**src/design/wm_pkg.sv**
```systemverilog
// Bus widths, burst constants, width types, transfer-plan and request structs, W-channel states

package wm_pkg;

  ////////////////////////////////////////////////////////////
  // Bus widths
  ////////////////////////////////////////////////////////////
  localparam int ADDR_WIDTH = 32;
  localparam int DATA_WIDTH = 32;
  localparam int STRB_WIDTH = DATA_WIDTH / 8;
  localparam int XFER_WIDTH = 20;

  ////////////////////////////////////////////////////////////
  // Burst constants
  ////////////////////////////////////////////////////////////
  // Bursts stay inside a 4 KiB page and under 256 beats
  localparam int MAX_BURST_BEATS = (4096 / STRB_WIDTH < 256) ? 4096 / STRB_WIDTH : 256;
  localparam int BURST_BYTES     = MAX_BURST_BEATS * STRB_WIDTH;

  // Bit positions derived from the above
  localparam int LOG_STRB        = $clog2(STRB_WIDTH);
  localparam int LOG_BURST_BEATS = $clog2(MAX_BURST_BEATS);
  localparam int LOG_BURST_BYTES = $clog2(BURST_BYTES);
  localparam int BEAT_CNT_WIDTH  = XFER_WIDTH - LOG_STRB;
  localparam int BURST_CNT_WIDTH = BEAT_CNT_WIDTH - LOG_BURST_BEATS;

  ////////////////////////////////////////////////////////////
  // Width types
  ////////////////////////////////////////////////////////////
  typedef logic [ADDR_WIDTH-1:0]      addr_t;
  typedef logic [DATA_WIDTH-1:0]      data_t;
  typedef logic [STRB_WIDTH-1:0]      strb_t;
  typedef logic [XFER_WIDTH-1:0]      xfer_t;
  typedef logic [LOG_BURST_BEATS-1:0] beat_idx_t;
  typedef logic [BURST_CNT_WIDTH-1:0] burst_cnt_t;

  // Length of a full burst in awlen format
  localparam beat_idx_t FULL_LEN = beat_idx_t'(MAX_BURST_BEATS - 1);

  // Plan of one transfer, shared by all channels
  typedef struct packed {
    addr_t      base_addr;   // Burst-aligned start
    burst_cnt_t last_burst;  // Full bursts after the first one
    beat_idx_t  final_len;   // Length minus one of the last burst
    strb_t      final_strb;  // Byte mask of the very last beat
  } xfer_plan_t;

  // One address request
  typedef struct packed {
    addr_t     addr;
    beat_idx_t len;
  } aw_req_t;

  // Data channel FSM
  typedef enum logic {
    W_IDLE,
    W_RUN
  } w_state_t;

endpackage

```
**src/design/wm_cmd_setup.sv**
```systemverilog
// Command register stage and transfer plan calculation
`timescale 1ns/10ps

module wm_cmd_setup (
  input  logic               aclk,
  input  logic               areset,
  input  logic               ctrl_start,
  input  wm_pkg::addr_t      ctrl_addr,
  input  wm_pkg::xfer_t      ctrl_size,
  input  logic               xfer_done,
  output logic               busy,
  output logic               plan_load,
  output wm_pkg::xfer_plan_t plan
);

  logic                                 accept;
  logic                                 stage1_vld;
  wm_pkg::addr_t                        addr_q;
  wm_pkg::xfer_t                        size_q;
  logic [wm_pkg::LOG_STRB-1:0]          rem;
  logic [wm_pkg::BEAT_CNT_WIDTH-1:0]    whole_beats;
  logic [wm_pkg::BEAT_CNT_WIDTH-1:0]    beats_m1;
  wm_pkg::xfer_plan_t                   plan_next;

  // Starts during a transfer are dropped
  assign accept = ctrl_start & ~busy;

  ////////////////////////////////////////////////////////////
  // Control pipeline
  ////////////////////////////////////////////////////////////
  always_ff @(posedge aclk) begin
    if (areset) begin
      busy       <= 1'b0;
      stage1_vld <= 1'b0;
      plan_load  <= 1'b0;
    end else begin
      stage1_vld <= accept;
      plan_load  <= stage1_vld;
      if (accept) begin
        busy <= 1'b1;
      end else if (xfer_done) begin
        busy <= 1'b0;
      end
    end
  end

  // Stage 1: capture command, align address down to a burst boundary
  always_ff @(posedge aclk) begin
    if (accept) begin
      addr_q <= ctrl_addr & ~wm_pkg::addr_t'(wm_pkg::BURST_BYTES - 1);
      size_q <= ctrl_size;
    end
  end

  ////////////////////////////////////////////////////////////
  // Stage 2: plan arithmetic
  ////////////////////////////////////////////////////////////
  assign rem         = size_q[wm_pkg::LOG_STRB-1:0];
  assign whole_beats = size_q[wm_pkg::XFER_WIDTH-1:wm_pkg::LOG_STRB];
  // Beats rounded up, minus one
  assign beats_m1    = (rem == '0) ? whole_beats - 1'b1 : whole_beats;

  always_comb begin
    plan_next.base_addr  = addr_q;
    plan_next.last_burst = beats_m1[wm_pkg::BEAT_CNT_WIDTH-1:wm_pkg::LOG_BURST_BEATS];
    plan_next.final_len  = beats_m1[wm_pkg::LOG_BURST_BEATS-1:0];
    // Partial last beat keeps only the low bytes
    for (int i = 0; i < wm_pkg::STRB_WIDTH; i++) begin
      plan_next.final_strb[i] = (rem == '0) || (i < rem);
    end
  end

  always_ff @(posedge aclk) begin
    if (stage1_vld) begin
      plan <= plan_next;
    end
  end

endmodule

```
**src/design/wm_data_channel.sv**
```systemverilog
// Write data channel with stream pass-through, beat counting, wlast, strobes and first-beat marker
`timescale 1ns/10ps

module wm_data_channel (
  input  logic               aclk,
  input  logic               areset,
  input  logic               plan_load,
  input  wm_pkg::xfer_plan_t plan,
  input  logic               s_axis_tvalid,
  output logic               s_axis_tready,
  input  wm_pkg::data_t      s_axis_tdata,
  output logic               m_axi_wvalid,
  input  logic               m_axi_wready,
  output wm_pkg::data_t      m_axi_wdata,
  output wm_pkg::strb_t      m_axi_wstrb,
  output logic               m_axi_wlast,
  output logic               first_beat
);

  wm_pkg::w_state_t   state;
  logic               running;
  logic               wxfer;
  logic               final_burst;
  wm_pkg::beat_idx_t  beat_cnt;
  wm_pkg::burst_cnt_t bursts_left;
  wm_pkg::beat_idx_t  final_len_q;
  wm_pkg::strb_t      final_strb_q;
  logic               wfirst;
  logic               first_flagged;

  ////////////////////////////////////////////////////////////
  // Stream to W pass-through, only while running
  ////////////////////////////////////////////////////////////
  assign running       = (state == wm_pkg::W_RUN);
  assign m_axi_wvalid  = running & s_axis_tvalid;
  assign s_axis_tready = running & m_axi_wready;
  assign m_axi_wdata   = s_axis_tdata;
  assign wxfer         = m_axi_wvalid & m_axi_wready;

  assign final_burst = (bursts_left == '0);
  assign m_axi_wlast = running & (beat_cnt == '0);
  // Partial strobe only on the very last beat
  assign m_axi_wstrb = (m_axi_wlast & final_burst) ? final_strb_q : '1;

  always_ff @(posedge aclk) begin
    if (areset) begin
      state <= wm_pkg::W_IDLE;
    end else begin
      case (state)
        wm_pkg::W_IDLE: if (plan_load) state <= wm_pkg::W_RUN;
        wm_pkg::W_RUN:  if (wxfer && m_axi_wlast && final_burst) state <= wm_pkg::W_IDLE;
        default:        state <= wm_pkg::W_IDLE;
      endcase
    end
  end

  // Beat and burst counters; a short plan loads the partial length at once
  always_ff @(posedge aclk) begin
    if (areset) begin
      beat_cnt    <= '0;
      bursts_left <= '0;
    end else if (plan_load) begin
      bursts_left <= plan.last_burst;
      beat_cnt    <= (plan.last_burst == '0) ? plan.final_len : wm_pkg::FULL_LEN;
    end else if (wxfer) begin
      if (beat_cnt != '0) begin
        beat_cnt <= beat_cnt - 1'b1;
      end else if (!final_burst) begin
        bursts_left <= bursts_left - 1'b1;
        beat_cnt    <= (bursts_left == wm_pkg::burst_cnt_t'(1)) ? final_len_q
                                                                 : wm_pkg::FULL_LEN;
      end
    end
  end

  always_ff @(posedge aclk) begin
    if (plan_load) begin
      final_len_q  <= plan.final_len;
      final_strb_q <= plan.final_strb;
    end
  end

  ////////////////////////////////////////////////////////////
  // First-beat marker for the address channel
  ////////////////////////////////////////////////////////////
  // wfirst marks that the next beat opens a burst
  always_ff @(posedge aclk) begin
    if (areset) begin
      wfirst        <= 1'b1;
      first_flagged <= 1'b0;
      first_beat    <= 1'b0;
    end else begin
      if (plan_load) begin
        wfirst <= 1'b1;
      end else if (wxfer) begin
        wfirst <= m_axi_wlast;
      end
      // One pulse per burst even if the beat is held
      first_beat <= m_axi_wvalid & wfirst & ~first_flagged;
      if (wxfer) begin
        first_flagged <= 1'b0;
      end else if (m_axi_wvalid && wfirst) begin
        first_flagged <= 1'b1;
      end
    end
  end

endmodule

```
**src/design/wm_addr_channel.sv**
```systemverilog
// Write address channel issuing one request per burst once its data is on the way
`timescale 1ns/10ps

module wm_addr_channel #(
  parameter int MAX_OUTSTANDING = 32
) (
  input  logic               aclk,
  input  logic               areset,
  input  logic               plan_load,
  input  wm_pkg::xfer_plan_t plan,
  input  logic               first_beat,
  input  logic               credit_ok,
  output logic               m_axi_awvalid,
  input  logic               m_axi_awready,
  output wm_pkg::addr_t      m_axi_awaddr,
  output wm_pkg::beat_idx_t  m_axi_awlen,
  output logic               aw_issued
);

  // Pending count covers every burst of one transfer and at least the credit window
  localparam int BURST_SPAN  = $bits(wm_pkg::burst_cnt_t) + 1;
  localparam int CREDIT_SPAN = $clog2(MAX_OUTSTANDING + 1);
  localparam int PEND_WIDTH  = (BURST_SPAN > CREDIT_SPAN) ? BURST_SPAN : CREDIT_SPAN;

  logic [PEND_WIDTH-1:0] pending;
  wm_pkg::addr_t         next_addr;
  wm_pkg::burst_cnt_t    bursts_left;
  wm_pkg::beat_idx_t     final_len_q;
  wm_pkg::aw_req_t       req;

  ////////////////////////////////////////////////////////////
  // Current request
  ////////////////////////////////////////////////////////////
  // Fields change only on acceptance, so they hold while awvalid is up
  assign req.addr     = next_addr;
  assign req.len      = (bursts_left == '0) ? final_len_q : wm_pkg::FULL_LEN;
  assign m_axi_awaddr = req.addr;
  assign m_axi_awlen  = req.len;
  assign aw_issued    = m_axi_awvalid & m_axi_awready;

  // Bursts with a first beat seen but no request yet
  always_ff @(posedge aclk) begin
    if (areset) begin
      pending <= '0;
    end else begin
      case ({first_beat, aw_issued})
        2'b10:   pending <= pending + 1'b1;
        2'b01:   pending <= pending - 1'b1;
        default: pending <= pending;
      endcase
    end
  end

  // Raise after pending goes non-zero, only with a free credit
  always_ff @(posedge aclk) begin
    if (areset) begin
      m_axi_awvalid <= 1'b0;
    end else if (m_axi_awvalid) begin
      if (m_axi_awready) m_axi_awvalid <= 1'b0;
    end else if (pending != '0 && credit_ok) begin
      m_axi_awvalid <= 1'b1;
    end
  end

  ////////////////////////////////////////////////////////////
  // Address stepping
  ////////////////////////////////////////////////////////////
  always_ff @(posedge aclk) begin
    if (areset) begin
      bursts_left <= '0;
    end else if (plan_load) begin
      bursts_left <= plan.last_burst;
    end else if (aw_issued && bursts_left != '0) begin
      bursts_left <= bursts_left - 1'b1;
    end
  end

  always_ff @(posedge aclk) begin
    if (plan_load) begin
      next_addr   <= plan.base_addr;
      final_len_q <= plan.final_len;
    end else if (aw_issued) begin
      next_addr <= next_addr + wm_pkg::addr_t'(wm_pkg::BURST_BYTES);
    end
  end

endmodule

```
**src/design/wm_resp_tracker.sv**
```systemverilog
// Write response tracker with outstanding-burst credits and done pulse
`timescale 1ns/10ps

module wm_resp_tracker #(
  parameter int MAX_OUTSTANDING = 32
) (
  input  logic               aclk,
  input  logic               areset,
  input  logic               plan_load,
  input  wm_pkg::xfer_plan_t plan,
  input  logic               aw_issued,
  input  logic               m_axi_bvalid,
  output logic               m_axi_bready,
  output logic               credit_ok,
  output logic               ctrl_done
);

  localparam int CREDIT_WIDTH = $clog2(MAX_OUTSTANDING + 1);

  logic [CREDIT_WIDTH-1:0] credits;
  wm_pkg::burst_cnt_t      b_left;
  logic                    active;
  logic                    bxfer;
  logic                    last_resp;

  // Responses never stall
  assign m_axi_bready = 1'b1;
  assign bxfer        = m_axi_bvalid & m_axi_bready;
  assign credit_ok    = (credits != '0);
  assign last_resp    = bxfer & active & (b_left == '0);

  ////////////////////////////////////////////////////////////
  // Credits, one per outstanding burst
  ////////////////////////////////////////////////////////////
  always_ff @(posedge aclk) begin
    if (areset) begin
      credits <= CREDIT_WIDTH'(MAX_OUTSTANDING);
    end else begin
      case ({aw_issued, bxfer})
        2'b10:   credits <= credits - 1'b1;
        2'b01:   credits <= credits + 1'b1;
        default: credits <= credits;
      endcase
    end
  end

  // Response countdown and done
  always_ff @(posedge aclk) begin
    if (areset) begin
      b_left    <= '0;
      active    <= 1'b0;
      ctrl_done <= 1'b0;
    end else begin
      ctrl_done <= last_resp;
      if (plan_load) begin
        b_left <= plan.last_burst;
        active <= 1'b1;
      end else if (last_resp) begin
        active <= 1'b0;
      end else if (bxfer && active) begin
        b_left <= b_left - 1'b1;
      end
    end
  end

endmodule

```
**src/design/wm_write_master.sv**
```systemverilog
// Write master top with command setup, data and address channels and response tracker
`timescale 1ns/10ps

module wm_write_master #(
  parameter int MAX_OUTSTANDING = 32
) (
  input  logic              aclk,
  input  logic              areset,
  // Command
  input  logic              ctrl_start,
  input  wm_pkg::addr_t     ctrl_addr,
  input  wm_pkg::xfer_t     ctrl_size,
  output logic              ctrl_done,
  // Stream in
  input  logic              s_axis_tvalid,
  output logic              s_axis_tready,
  input  wm_pkg::data_t     s_axis_tdata,
  // AW
  output logic              m_axi_awvalid,
  input  logic              m_axi_awready,
  output wm_pkg::addr_t     m_axi_awaddr,
  output wm_pkg::beat_idx_t m_axi_awlen,
  // W
  output logic              m_axi_wvalid,
  input  logic              m_axi_wready,
  output wm_pkg::data_t     m_axi_wdata,
  output wm_pkg::strb_t     m_axi_wstrb,
  output logic              m_axi_wlast,
  // B
  input  logic              m_axi_bvalid,
  output logic              m_axi_bready
);

  logic               plan_load;
  wm_pkg::xfer_plan_t plan;
  logic               first_beat;
  logic               credit_ok;
  logic               aw_issued;

  wm_cmd_setup u_cmd_setup (
    .aclk      (aclk),
    .areset    (areset),
    .ctrl_start(ctrl_start),
    .ctrl_addr (ctrl_addr),
    .ctrl_size (ctrl_size),
    .xfer_done (ctrl_done),
    .busy      (),
    .plan_load (plan_load),
    .plan      (plan)
  );

  wm_data_channel u_data_channel (
    .aclk         (aclk),
    .areset       (areset),
    .plan_load    (plan_load),
    .plan         (plan),
    .s_axis_tvalid(s_axis_tvalid),
    .s_axis_tready(s_axis_tready),
    .s_axis_tdata (s_axis_tdata),
    .m_axi_wvalid (m_axi_wvalid),
    .m_axi_wready (m_axi_wready),
    .m_axi_wdata  (m_axi_wdata),
    .m_axi_wstrb  (m_axi_wstrb),
    .m_axi_wlast  (m_axi_wlast),
    .first_beat   (first_beat)
  );

  wm_addr_channel #(
    .MAX_OUTSTANDING(MAX_OUTSTANDING)
  ) u_addr_channel (
    .aclk         (aclk),
    .areset       (areset),
    .plan_load    (plan_load),
    .plan         (plan),
    .first_beat   (first_beat),
    .credit_ok    (credit_ok),
    .m_axi_awvalid(m_axi_awvalid),
    .m_axi_awready(m_axi_awready),
    .m_axi_awaddr (m_axi_awaddr),
    .m_axi_awlen  (m_axi_awlen),
    .aw_issued    (aw_issued)
  );

  wm_resp_tracker #(
    .MAX_OUTSTANDING(MAX_OUTSTANDING)
  ) u_resp_tracker (
    .aclk        (aclk),
    .areset      (areset),
    .plan_load   (plan_load),
    .plan        (plan),
    .aw_issued   (aw_issued),
    .m_axi_bvalid(m_axi_bvalid),
    .m_axi_bready(m_axi_bready),
    .credit_ok   (credit_ok),
    .ctrl_done   (ctrl_done)
  );

endmodule

```
**config.mk**
```make
export PLATFORM = sky130hd
export DESIGN_NAME = wm_write_master
export DESIGN_NICKNAME = d
export VERILOG_FILES = /design/src/design/wm_pkg.sv /design/src/design/wm_cmd_setup.sv /design/src/design/wm_data_channel.sv /design/src/design/wm_addr_channel.sv /design/src/design/wm_resp_tracker.sv /design/src/design/wm_write_master.sv
export SDC_FILE = /design/constraint.sdc
export NUM_CORES = 1
export LEC_CHECK = 0
export BUFFER_PORTS_ARGS = -buffer_cell sky130_fd_sc_hd__clkbuf_2
export CAP_MARGIN = 20
export CORE_MARGIN = 5
export CORE_UTILIZATION = 50
export CTS_BUF_LIST = sky130_fd_sc_hd__clkbuf_16
export DETAILED_ROUTE_END_ITERATION = 6
export PLACE_DENSITY = 0.76
export SYNTH_ARGS = -nofsm -noshare
export SYNTH_HDL_FRONTEND = slang
export SYNTH_SLANG_ARGS = --single-unit
```
**constraint.sdc**
```tcl
create_clock -name aclk -period 4.61 [get_ports aclk]
set_clock_uncertainty 0.05 [all_clocks]
set_input_delay 1.383 -clock aclk [delete_from_list [all_inputs] [get_ports aclk]]
set_output_delay 1.383 -clock aclk [all_outputs]
set_load 0.1 [all_outputs]
```
-- After elaboration in Yosys (flattened, before gate mapping)
Index checks and enable logic that the tools add are counted.
- RAM bits: 0
- memories: 0
- register bits after elaboration: 195
- latch bits: 0
- logic and storage cells: 126
- output and inout bits: 82
- input port bits: 91
- bits in read-only memories: 0
- bitwise operators: 14
- muxes and demuxes: 32
- $lt $le $gt $ge: 3
- divide/modulo/power cells: 0
- eq/ne operators: 9
- multiply operators: 0
- shift operators: 0
- reductions and logical operators: 32
- $add $sub $neg: 10
- operator list (cell ; number):
    $mux 10 ; 9
    $mux 32 ; 2
    $mux 8 ; 7
    $logic_not 10->1 ; 4
    $add 32x11->32 const B ; 1
    $sub 10x1->10 const B ; 3
    $pmux 11 s2 ; 1
    $mux 18 ; 1
    $sub 18x1->18 const B ; 1
    $reduce_bool 2->1 ; 8
    $pmux 6 s2 ; 1
    $add 11x1->11 const B ; 1
    $and 1x1->1 ; 11
    $reduce_bool 11->1 ; 1
    $sub 11x1->11 const B ; 1
    $eq 10x1->1 const B ; 1
    $reduce_bool 10->1 ; 1
    $mux 1 ; 9
    $logic_not 8->1 ; 1
    $reduce_bool 8->1 ; 1
    $sub 8x1->8 const B ; 1
    $add 6x1->6 const B ; 1
    $logic_and 1x1->1 ; 6
    $ne 2x2->1 const B ; 3
    other kinds (15) ; 24

-- Logic depth before layout (Yosys ltp)
Gate-level depths: netlist (run 1).
- depth after elaboration: 6
- mapped depth: 14
- mapped depth without buffers: 11

-- By module
From an unflattened synthesis (run 1), not the netlist that was laid out.
- cell total of the unflattened synthesis: 903
- area, all modules: 9984.6 um2
- modules (own cells, without submodules) (module ; area an instance (um2) ; sequential area each (um2) ; cells each ; times used):
    wm_addr_channel ; 3682.3 ; 1641.6 ; 390 ; 1
    wm_cmd_setup ; 3134.3 ; 2612.5 ; 159 ; 1
    wm_data_channel ; 2067.0 ; 800.8 ; 227 ; 1
    wm_resp_tracker ; 1101.1 ; 360.3 ; 127 ; 1

-- Worst setup path before layout (run 1)
No wires, ideal clock.
- path kind: input -> register
- from: input port m_axi_awready
- to: register u_addr_channel.pending[6]
- setup slack: -0.036 ns
- cell stages on the path: 14
- buffers on the path: 3
- required time: 4.439 ns
- arrival time: 4.475 ns
- setup time: 0.121 ns
- path through: nand2_1 > inv_1 > ha_1 > clkbuf_1 > buf_1 > buf_1 > xor2_1 > ha_1 > or3_1 > a21oi_1 > a211oi_1 > a211oi_2 > mux2i_1 > mux2_2
- longest elaborated chain between the ends: 3
- elaborated cells between the ends (all ways): 5
- classes of those cells: eq/ne (2); mux (1); bitwise (1); reduce/logical (1)
- ends and longest elaborated chain (element ; RTL line ; text):
    start, declared ; wm_write_master.sv:20 ; input logic m_axi_awready,
    $and 1x1->1 (*) ; wm_addr_channel.sv:39 ; assign aw_issued = m_axi_awvalid & m_axi_awready;
    $eq 2x1->1 or $eq 2x2->1 (tied branches) ; wm_addr_channel.sv:46 ; case ({first_beat, aw_issued})
    $pmux 11 s2 or $reduce_bool 2->1 (tied branches) ; -- ;
    end signal, assigned ; wm_addr_channel.sv:47 ; 2'b10: pending <= pending + 1'b1;
    end signal, assigned ; wm_addr_channel.sv:48 ; 2'b01: pending <= pending - 1'b1;
    end signal, assigned ; wm_addr_channel.sv:49 ; default: pending <= pending;
    end, declared ; wm_addr_channel.sv:25 ; logic [PEND_WIDTH-1:0] pending;
Mark *: on every way between the ends. The rest lies on a longest branch, timed or not.
A chain may end at the register's enable or synchronous reset.

-- Worst setup path after layout (run 1)
- from: register u_data_channel.beat_cnt[2]
- to: output port m_axi_wstrb[3]
- longest elaborated chain between the ends: 4
- ends and longest elaborated chain (element ; RTL line ; text):
    start, declared ; wm_data_channel.sv:24 ; wm_pkg::beat_idx_t beat_cnt;
    start signal, assigned ; wm_data_channel.sv:64 ; beat_cnt <= (plan.last_burst == '0) ? plan.final_len : wm_pkg::FULL_LEN;
    start signal, assigned ; wm_data_channel.sv:67 ; beat_cnt <= beat_cnt - 1'b1;
    start signal, assigned ; wm_data_channel.sv:70 ; beat_cnt <= (bursts_left == wm_pkg::burst_cnt_t'(1)) ? final_len_q
    $logic_not 8->1 ; wm_data_channel.sv:41 ; assign m_axi_wlast = running & (beat_cnt == '0);
    $and 1x1->1 ; wm_data_channel.sv:41 ;
    $and 1x1->1 ; wm_data_channel.sv:43 ; assign m_axi_wstrb = (m_axi_wlast & final_burst) ? final_strb_q : '1;
    $mux 4 ; wm_data_channel.sv:43 ;
    end, declared ; wm_write_master.sv:27 ; output wm_pkg::strb_t m_axi_wstrb,
Every way passes these cells.

==> metrics.md, run 1 <==
| Metric | Value |
|---|---|
| Final max-slew violation count | `0` |
| RePlAce Congestion | `0.926` |
| Post-synth EDFFs | `roughly 120` |
| Final worst path period share | `91.6%` |
| RSZ-0062 raised after global routing | `no` |
| Most frequent CP cell | `and3_1` |
| Largest area contributor in the netlist | `edfxtp_1` |
| Seq cells post-synth | `183` |
| CP max stage delay | `between 0.5 and 0.6 ns` |
| Seq/Total Area, Yosys | `55.3%` |
| Placed cell area | `a little over 9000 um^2` |
| Count of final setup violators | `0` |
| Netlist cell types | `65` |
| Rel. slew slack | `32.8%` |
| Core ar. | `17200 um^2` |
| CP max stage cell | `nor4_2` |
| Die Ht | `142 um` |
| Post-synth top flop | `edfxtp_1` |
| CP Cell Sequence | `nor4_2 > and3_1 > and3_1 > nand2_1 > or2_2 > clkbuf_2` |
| Clk slew on worst S/H paths | `~0.07 ns` |
| Initial antenna violation count | `0` |
| Crit-path max FO | `7` |
| Status | `completed` |
| Synth top area cells | `edfxtp_1 (40%), dfxtp_1 (15%), xor2_1 (4.7%)` |
| Area of the multi-input gates | `3400 um^2` |
| Endpoint class of the critical path | `output port` |
| Routed WL | `around 16 mm` |
| Setup crit start kind | `flop` |
| Share of layout cells above drive strength 1 | `17.2%` |
| Drt pass-1 iters | `5` |
| Antenna cell count | `0` |
| Clock buffer count from CTS | `17` |
| Fin Setup TNS | `0 ns` |
| Max Buffers Root-to-Sink | `2` |
| Min Tclk post-route | `4.22 ns` |
| First-pass GRT wire length | `27.0 mm` |
| Arrival @ worst endpoint | `2.79 ns` |
| Post_cts resized | `0` |
| CP bufs+invs | `1` |
| Vias in the first global route | `around 5600` |
| Worst EP required | `3.18 ns` |
| Top cells by instance count after synthesis | `edfxtp_1 (118), nand2_1 (72), dfxtp_1 (65)` |
| # nets final | `977` |
| Syn-to-layout area delta | `11.2%` |
| Post-synthesis cell area | `approximately 8800 um^2` |
| H-tree levels | `4` |
| Final Hold Vio Count | `0` |
| Slew @ Worst Pin | `about 1.0 ns` |
| Cell family with most CP delay | `simple AND/OR/NAND/NOR gates` |
| CTS Sinks | `183` |
| Post-route ant nets | `0` |
| Remaining DRCs | `0` |
| Largest net degree at the start of global routing | `52` |
| WL/cell | `between 10 and 15 um` |
| F_max | `237 MHz` |
| Placed wire-length estimate | `11.4 mm` |
| Non-filler cells, final | `around 1100` |
| Pwr Density | `460 nW/um^2` |
| CTS root buffer | `clkbuf_16` |
| Die width | `142 um` |
| Top-count cell post-synth | `edfxtp_1` |
| I/O Pins | `~170` |
| DRT iter0 DRCs | `428` |
| Num rows | `48` |
| Gr usage total | `16.5%` |
| Post-place setup slack | `0.578 ns` |
| Remaining Overflow, GRT | `0` |
| Avg Cell Area, Syn | `10.7 um^2` |
| FF+latch area | `approximately 4800 um^2` |
| Final worst slack | `0.386 ns` |
| Worst-skew pair later-pin latency | `0.43 ns` |
| Post-synth ARST share | `0%` |
| Dpl cells | `1071` |
| Worst hold margin | `approximately 0.37 ns` |
| Yosys top cell area share | `40.5%` |
| Vias per cell | `around 5.3` |
| Min-Delay Path Class | `reg2reg` |
| Final Cell Area | `9740 um^2` |
| Post-CTS setup repair buffer count | `0` |
| CTS tree | `yes` |
| Maxcap violations | `0` |
| Fillers | `roughly 1400` |
| Die Footprint | `20300 um^2` |
| VDD IR max | `0.329 mV` |
| Synth Instances | `about 820` |
| Routed vias | `5861` |
| Initial Util | `50.8%` |
| Crit path kind | `reg2out` |
| Synth Warn # | `0` |
| IO buf count | `between 80 and 90` |
| Leak Pwr | `0.00354 uW` |
| Cts hold-fix bufs | `0` |
-- state kept, by name, summed over array words and instances, names as in the netlist, 3 cells and up --
register	count
u_addr_channel.pending	11
u_cmd_setup.size_q	20
u_data_channel.beat_cnt	8
u_resp_tracker.b_left	10
u_addr_channel.bursts_left	10
u_data_channel.final_strb_q	3
u_resp_tracker.credits	6
u_data_channel.bursts_left	10
u_cmd_setup.plan	43
u_cmd_setup.addr_q	22
u_data_channel.final_len_q	8
u_addr_channel.m_axi_awaddr	22
-- where the power goes --
| group | total (uW) | switching [uW] | internal, uW |
|---|---|---|---|
| clock | 1480 | 653 | 823 |
| sequential | 2000 | 113 | 1890 |
| combinational | 1000 | 733 | 272 |
| total | 4480 | 1500 | 2980 |
-- through the flow --
step | power, uW | utilization [%]
2_1_floorplan | 2970 | -
3_5_place_dp | 3040 | 53.0
4_1_cts | 4510 | 56.5
3_3_place_gp | 3020 | 53.0
6_report | 4480 | 56.5
5_1_grt | 4700 | 56.5
-- layer usage --
layer	wire length [um]	share of wire, %	GRT usage [%]
met1	7360	45	22.7
met4	286	1.8	6.20
met3	1110	6.8	3.80
met5	0	0	0
met2	7480	46	25.8
-- layout by cell type (no fill, tap or decap), drive strengths merged, types with 5 or more instances in the layout --
master	n
a211oi	6
a21oi	56
a31oi	8
and3	7
buf	8
clkbuf	103
conb	12
dfxtp	65
edfxtp	118
ha	20
inv	40
mux2i	5
nand2	72
nand2b	12
nand3	14
nand4	15
nor2	62
nor2b	14
nor3	24
nor4	12
o211ai	7
o21ai	33
o21bai	7
o22ai	5
or2	5
or3	10
or4	6
xnor2	30
xor2	47
-- layout make-up --
type / count / area share (%)
Clock buffer: 17 / 4.37
Clock inverter: 15 / 1.87
Sequential cell: 183 / 49.7
Multi-Input combinational cell: 537 / 34.9
Tap cell: 225 / 2.89
Inverter: 32 / 1.23
Timing Repair Buffer: 94 / 5.03
-- worst paths after layout --
check                                             startpoint                   endpoint  slack, ns  cells after the start
worst max-delay path              u_data_channel.beat_cnt[2]             m_axi_wstrb[3]       0.39                      6
worst min-delay path                  u_cmd_setup.addr_q[27]       u_cmd_setup.plan[49]       0.37                      0
worst max register to register  u_addr_channel.m_axi_awvalid  u_addr_channel.pending[6]       1.70                     11
worst min register to register        u_cmd_setup.addr_q[27]       u_cmd_setup.plan[49]       0.37                      0
-- cell families (layout without fill, tap and decap cells) --
group / after synthesis / count (layout) / share of synthesized area (%)
other: 2 / 12 / 0.0857
adder cells (fa/ha/maj): 21 / 21 / 3.09
buffers and inverters: 107 / 158 / 6.50
AND/OR/NAND/NOR: 270 / 270 / 15.9
AO/OA/AOI/OAI: 148 / 148 / 10.3
flip-flops: 183 / 183 / 55.3
XOR/XNOR: 77 / 77 / 7.70
multiplexers: 9 / 9 / 1.09
(Power assumes the default switching activity.)
==> run 2, diff against run 1 <==
--- a/config.mk
+++ b/config.mk
@@ -5,13 +5,15 @@
 export SDC_FILE = /design/constraint.sdc
 export NUM_CORES = 1
 export LEC_CHECK = 0
+export ABC_AREA = 1
 export BUFFER_PORTS_ARGS = -buffer_cell sky130_fd_sc_hd__clkbuf_2
 export CAP_MARGIN = 20
 export CORE_MARGIN = 5
-export CORE_UTILIZATION = 50
+export CORE_UTILIZATION = 51
 export CTS_BUF_LIST = sky130_fd_sc_hd__clkbuf_16
 export DETAILED_ROUTE_END_ITERATION = 6
-export PLACE_DENSITY = 0.76
+export PLACE_DENSITY = 0.77
 export SYNTH_ARGS = -nofsm -noshare
 export SYNTH_HDL_FRONTEND = slang
 export SYNTH_SLANG_ARGS = --single-unit
+export TNS_END_PERCENT = 10
==> metrics.md, run 2 <==
| Metric | Value |
|---|---|
| Status | `completed` |
| Fraction of the mapped netlist area in compound gates | `between 8 and 9%` |
| Core ar. | `around 19000 um^2` |
| Most common cell after layout, fill and taps aside | `nand2_1` |
| Post-synthesis mux area share | `0%` |
| Worst hold margin | `0.371 ns` |
| Gr usage total | `18.1%` |
| Final Cell Area | `10500 um^2` |
| Routed vias | `7162` |
| Netlist cell types | `52` |
| Vias in the first global route | `6889` |
| Final max-slew violation count | `0` |
| Dpl cells | `1361` |
| Post_cts resized | `0` |
| Max reg flops | `43` |
| Leak Pwr | `0.00452 uW` |
| NetSw | `approximately 1800 uW` |
| Rel. slew slack | `29.5%` |
| Seq pwr share | `42.5%` |
| Die width | `147 um` |
| Post-synth top flop | `edfxtp_1` |
| Max Buffers Root-to-Sink | `2` |
| Vias per cell | `5.14` |
| CTS root buffer | `clkbuf_16` |
| Remaining DRCs | `0` |
| Seq/Total Area, Yosys | `50.7%` |
| F_max | `approximately 260 MHz` |
| Die Footprint | `21600 um^2` |
| RSZ-0062 raised after global routing | `no` |
| Num rows | `50` |
| Met3 wire length | `973 um` |
| Most frequent cells in the layout | `nand2_1 (236), inv_1 (128), edfxtp_1 (118), nor2_1 (97), clkbuf_2 (86)` |
| IO buf count | `between 80 and 90` |
| H-tree levels | `4` |
| Synth Area in Adders | `2.83%` |
| Largest area contributor in the netlist | `edfxtp_1` |
| Crit-path max FO | `8` |
| Syn-to-layout area delta | `9.70%` |
| Remaining Overflow, GRT | `0` |
| Post-route ant nets | `0` |
| Die Ht | `147 um` |
| Clock buffer count from CTS | `17` |
| Largest net degree at the start of global routing | `80` |
| Met2 Wirelength | `9.17 mm` |
| Post-CTS setup repair buffer count | `0` |
| Placed wire-length estimate | `about 14 mm` |
| Arrival @ worst endpoint | `2.35 ns` |
| Post-synthesis cell area | `~9600 um^2` |
| Initial Util | `roughly half` |
| Crit path kind | `reg2out` |
| Clock power frac | `28.6%` |
| Non-filler cells, final | `1393` |
| Final Hold Vio Count | `0` |
| Drt pass-1 iters | `5` |
| Slew @ Worst Pin | `approximately 1.1 ns` |
| Routed WL | `19.2 mm` |
| Synth Warn # | `0` |
| Top sig layer | `met4` |
| Share of layout cells above drive strength 1 | `15.0%` |
| Post-synth ARST share | `0%` |
| Main combinational cell family by area after synthesis | `simple AND/OR/NAND/NOR gates` |
| Min Tclk post-route | `3.78 ns` |
| Synth Instances | `1095` |
| Yosys top cell area share | `37.1%` |
| Top-count cell post-synth | `nand2_1` |
| Internal power | `3020 uW` |
| Final worst path period share | `82.0%` |
| Antenna cell count | `0` |
| Maxcap violations | `0` |
| Final core utilization | `~56%` |
| Count of final setup violators | `0` |
| Top cells by instance count after synthesis | `nand2_1 (236), inv_1 (127), edfxtp_1 (118)` |
| Placed cell area | `9910 um^2` |
| DRT iter0 DRCs | `516` |
| Met1 wire length | `8.66 mm` |
| Post-synthesis simple-gate area fraction | `23.2%` |
| Setup crit start kind | `flop` |
| XOR/XNOR Fraction of Synth Area | `under 10%` |
| Avg Cell Area, Syn | `8.73 um^2` |
| Clk slew on worst S/H paths | `0.07 ns` |
| CTS Sinks | `183` |
| Worst EP required | `3.18 ns` |
| Initial antenna violation count | `0` |
| I/O Pins | `roughly 170` |
| Endpoint class of the critical path | `output port` |
| RePlAce Congestion | `0.903` |
| Worst-skew pair later-pin latency | `0.43 ns` |
| WL/cell | `~14 um` |
| Fin Setup TNS | `0 ns` |
| First-pass GRT wire length | `32.2 mm` |
| Seq cells post-synth | `between 150 and 200` |
| Cts hold-fix bufs | `0` |
| Post-synth EDFFs | `118` |
| VDD IR max | `roughly 0.27 mV` |
| Net Sw Frac | `37.2%` |
| Most flops, register | `u_cmd_setup.plan` |
| Comb pwr share | `28.9%` |
| Pwr Density | `459 nW/um^2` |
| # nets final | `1259` |
| Min-Delay Path Class | `reg2reg` |
| Synth top area cells | `edfxtp_1 (37%), dfxtp_1 (14%), nand2_1 (9.3%)` |
| CTS tree | `yes` |
## run 2: cell types whose count changed after synthesis, moves of 17 or more
cell / before / now
nand2_1: 72 / 236
inv_1: 32 / 127
nand3_1: 14 / 77
nor2_1: 61 / 98
o21ai_0: 33 / 61
xnor2_1: 30 / 13
## run 2: cells by family after synthesis
| group | Yosys count |
|---|---|
| other | 2 |
| and+or+nand+nor | 493 |
| DFF | 183 |
| AOI/OAI and AO/OA | 146 |
| buffers and inverters | 204 |
| adders and majority gates | 21 |
| xor gates and xnor gates | 46 |
## run 2: worst paths after layout
path	startpoint	end	slack [ns]	depth (start not counted)
max	u_addr_channel.bursts_left[0]	m_axi_awlen[6]	0.83	8
min	u_cmd_setup.addr_q[26]	u_cmd_setup.plan[48]	0.37	0
max reg2reg	u_addr_channel.m_axi_awvalid	u_addr_channel.pending[8]	1.98	16
min reg2reg	u_cmd_setup.addr_q[26]	u_cmd_setup.plan[48]	0.37	0
## run 2: final cells by class
| cell class | count | area, um^2 |
|---|---|---|
| fillers | 1604 | 8100 |
| flip-flops and latches | 183 | 4850 |
| multi-input cells | 718 | 3790 |
| inverters | 136 | 514 |
| repair buffers | 91 | 480 |
| clock buffers | 17 | 425 |
| well taps | 234 | 293 |
| clock inverters | 14 | 129 |
## run 2: power by group through the flow
stage,logic (uW),clock network [uW],registers [uW]
6_report,1390,1380,2040
3_5_place_dp,1380,0,2080
4_1_cts,1390,1400,2040
5_1_grt,1530,1480,2070
3_3_place_gp,1360,0,2070
2_1_floorplan,1090,0,2250
## run 2: per-stage QoR
stage | total power (uW) | setup WS [ns]
after floorplan | 3350 | 0.898
after global placement | 3430 | 1.02
after detailed placement | 3460 | 0.955
after CTS | 4840 | 0.771
after global routing | 5070 | 0.603
final | 4810 | 0.829
## run 2: layer usage
| metal | vias up | GRT usage, % |
|---|---|---|
| li1 | 3653 | - |
| met1 | 3269 | 23.9 |
| met2 | 206 | 29.8 |
| met3 | 34 | 3.08 |
| met4 | 0 | 7.20 |
| met5 | - | 0 |
## run 2: critical path, stage by stage, from the launching register on
cell	delay, ns
dfxtp_1	0.31
inv_1	0.09
ha_1	0.22
nand3_1	0.11
nor2_1	0.14
nand3_1	0.10
nor2_1	0.45
nand2_1	0.12
clkbuf_2	0.40
==> run 3, diff against run 2 <==
==> constraint.sdc (replaced) <==
create_clock -name aclk -period 3.4 [get_ports aclk]
set_clock_uncertainty 0.05 [all_clocks]
set_input_delay 1.02 -clock aclk [delete_from_list [all_inputs] [get_ports aclk]]
set_output_delay 1.02 -clock aclk [all_outputs]
set_load 0.1 [all_outputs]
==> metrics.md, run 3 (synthesis gave the netlist of run 2 again) <==
| Metric | Value |
|---|---|
| Vias in the first global route | `6774` |
| RePlAce Congestion | `0.903` |
| Non-filler cells, final | `approximately 1400` |
| Slew @ Worst Pin | `roughly 1.1 ns` |
| Vias per cell | `5.11` |
| H-tree levels | `4` |
| First-pass GRT wire length | `roughly 32 mm` |
| Arrival @ worst endpoint | `2.22 ns` |
| # nets final | `1264` |
| Placed wire-length estimate | `13.7 mm` |
| Fin Setup TNS | `0 ns` |
| Initial antenna violation count | `0` |
| Maxcap violations | `0` |
| Crit path kind | `reg2out` |
| Remaining DRCs | `0` |
| F_max | `304 MHz` |
| Worst-skew pair later-pin latency | `0.43 ns` |
| Final Cell Area | `10600 um^2` |
| Die width | `147 um` |
| Worst r2r src | `u_addr_channel.m_axi_awvalid` |
| Max reg flops | `43` |
| Cts hold-fix bufs | `0` |
| Final Hold Vio Count | `0` |
| Die Footprint | `about 22000 um^2` |
| IO buf count | `86` |
| Pwr Density | `627 nW/um^2` |
| Final worst slack | `~0.11 ns` |
| DRT iter0 DRCs | `approximately 510` |
| Syn-to-layout area delta | `10.6%` |
| Post-place setup slack | `0.335 ns` |
| Worst EP required | `2.33 ns` |
| Min Tclk post-route | `roughly 3.3 ns` |
| Rel. slew slack | `approximately 30%` |
| Register-to-register path setup slack | `1.06 ns` |
| Clock buffer count from CTS | `17` |
| Endpoint class of the critical path | `output port` |
| Initial Util | `between 50% and 60%` |
| Most common cell after layout, fill and taps aside | `nand2_1` |
| Final worst path period share | `approximately 97%` |
| Drt pass-1 iters | `6` |
| Dpl cells | `around 1400` |
| Max Buffers Root-to-Sink | `2` |
| Gr usage total | `about 18%` |
| Final max-slew violation count | `0` |
| Hold EP | `u_data_channel.first_beat` |
| CTS root buffer | `clkbuf_16` |
| Placed cell area | `9960 um^2` |
| Most flops, register | `u_cmd_setup.plan` |
| Reg2reg path depth | `15` |
| Routed vias | `7142` |
| WL/cell | `13.6 um` |
| VDD IR max | `0.365 mV` |
| Most frequent cells in the layout | `nand2_1 (236), inv_1 (127), edfxtp_1 (118), nor2_1 (96), clkbuf_2 (79)` |
| Crit-path max FO | `4` |
| Setup crit start kind | `flop` |
| Largest net degree at the start of global routing | `80` |
| Leak Pwr | `approximately 0.0045 uW` |
| Min-Delay Path Class | `reg2reg` |
| Routed WL | `roughly 19 mm` |
| Share of layout cells above drive strength 1 | `roughly 16%` |
| Post-route ant nets | `0` |
| I/O Pins | `roughly 170` |
| Num rows | `50` |
| Hold_sp | `u_data_channel.first_flagged` |
| Hold Path Depth | `1` |
| Antenna cell count | `0` |
| Core ar. | `18600 um^2` |
| CTS tree | `yes` |
| RSZ-0062 raised after global routing | `no` |
| Die Ht | `147 um` |
| Count of final setup violators | `0` |
| Remaining Overflow, GRT | `0` |
| FF-to-FF End | `u_addr_channel.pending[8]` |
| Worst hold margin | `0.371 ns` |
| Status | `completed` |
| CTS Sinks | `183` |
| Clk slew on worst S/H paths | `about 0.070 ns` |
-- run 3: how the worst max path moves through the flow --
stage | start | endpoint | slack (ns) | cells past startpoint
after global routing | u_addr_channel.bursts_left[0] | m_axi_awlen[7] | 0.007 | 8
after floorplan | ctrl_start | u_cmd_setup.addr_q[10] | 0.05 | 2
after CTS | u_addr_channel.bursts_left[0] | m_axi_awlen[2] | 0.08 | 8
after global placement | m_axi_awready | u_addr_channel.pending[8] | 0.39 | 16
after detailed placement | m_axi_awready | u_addr_channel.pending[8] | 0.33 | 16
final | u_data_channel.bursts_left[5] | m_axi_wstrb[2] | 0.11 | 7
-- run 3: worst max-delay path, stage by stage, from the launching register on --
cell,delay [ns]
dfxtp_1,0.35
nor2_2,0.17
nand3_2,0.12
nor2_2,0.13
nand3_2,0.16
nor3_1,0.37
nand2_1,0.10
clkbuf_2,0.39
-- run 3: final cells by class --
| cell class | instances | area [um^2] |
|---|---|---|
| flip-flops and latches | 183 | 4850 |
| repair buffers | 96 | 518 |
| well taps | 234 | 293 |
| clock buffers | 17 | 425 |
| inverters | 136 | 514 |
| clock inverters | 15 | 171 |
| fillers | 1591 | 8010 |
| multi-input cells | 718 | 3800 |
-- run 3: routing by layer --
metal / routed length (um) / vias to the layer above / global-route usage (%)
li1: - / 3663 / -
met1: 8600 / 3249 / 23.8
met2: 9220 / 203 / 29.3
met3: 950 / 27 / 3.08
met4: 272 / 0 / 5.97
met5: 0 / - / 0
-- run 3: timing repair --
item,in CTS,in global routing
buffers inserted,0,0
cloned,0,0
endpoints found under the setup margin,8,8
hold endpoints to repair,0,0
resized for setup,1,8
-- run 3: where the power goes --
group	internal (uW)	switching, uW
clock	995	952
sequential	2590	176
combinational	500	1400
total	4090	2530
-- run 3: metrics by stage --
step                power [uW]  util [%]
global route              6970      56.9
finish                    6620      56.9
detailed placement        4700      53.6
floorplan                 4540         -
CTS                       6660      56.9
global placement          4660      53.6
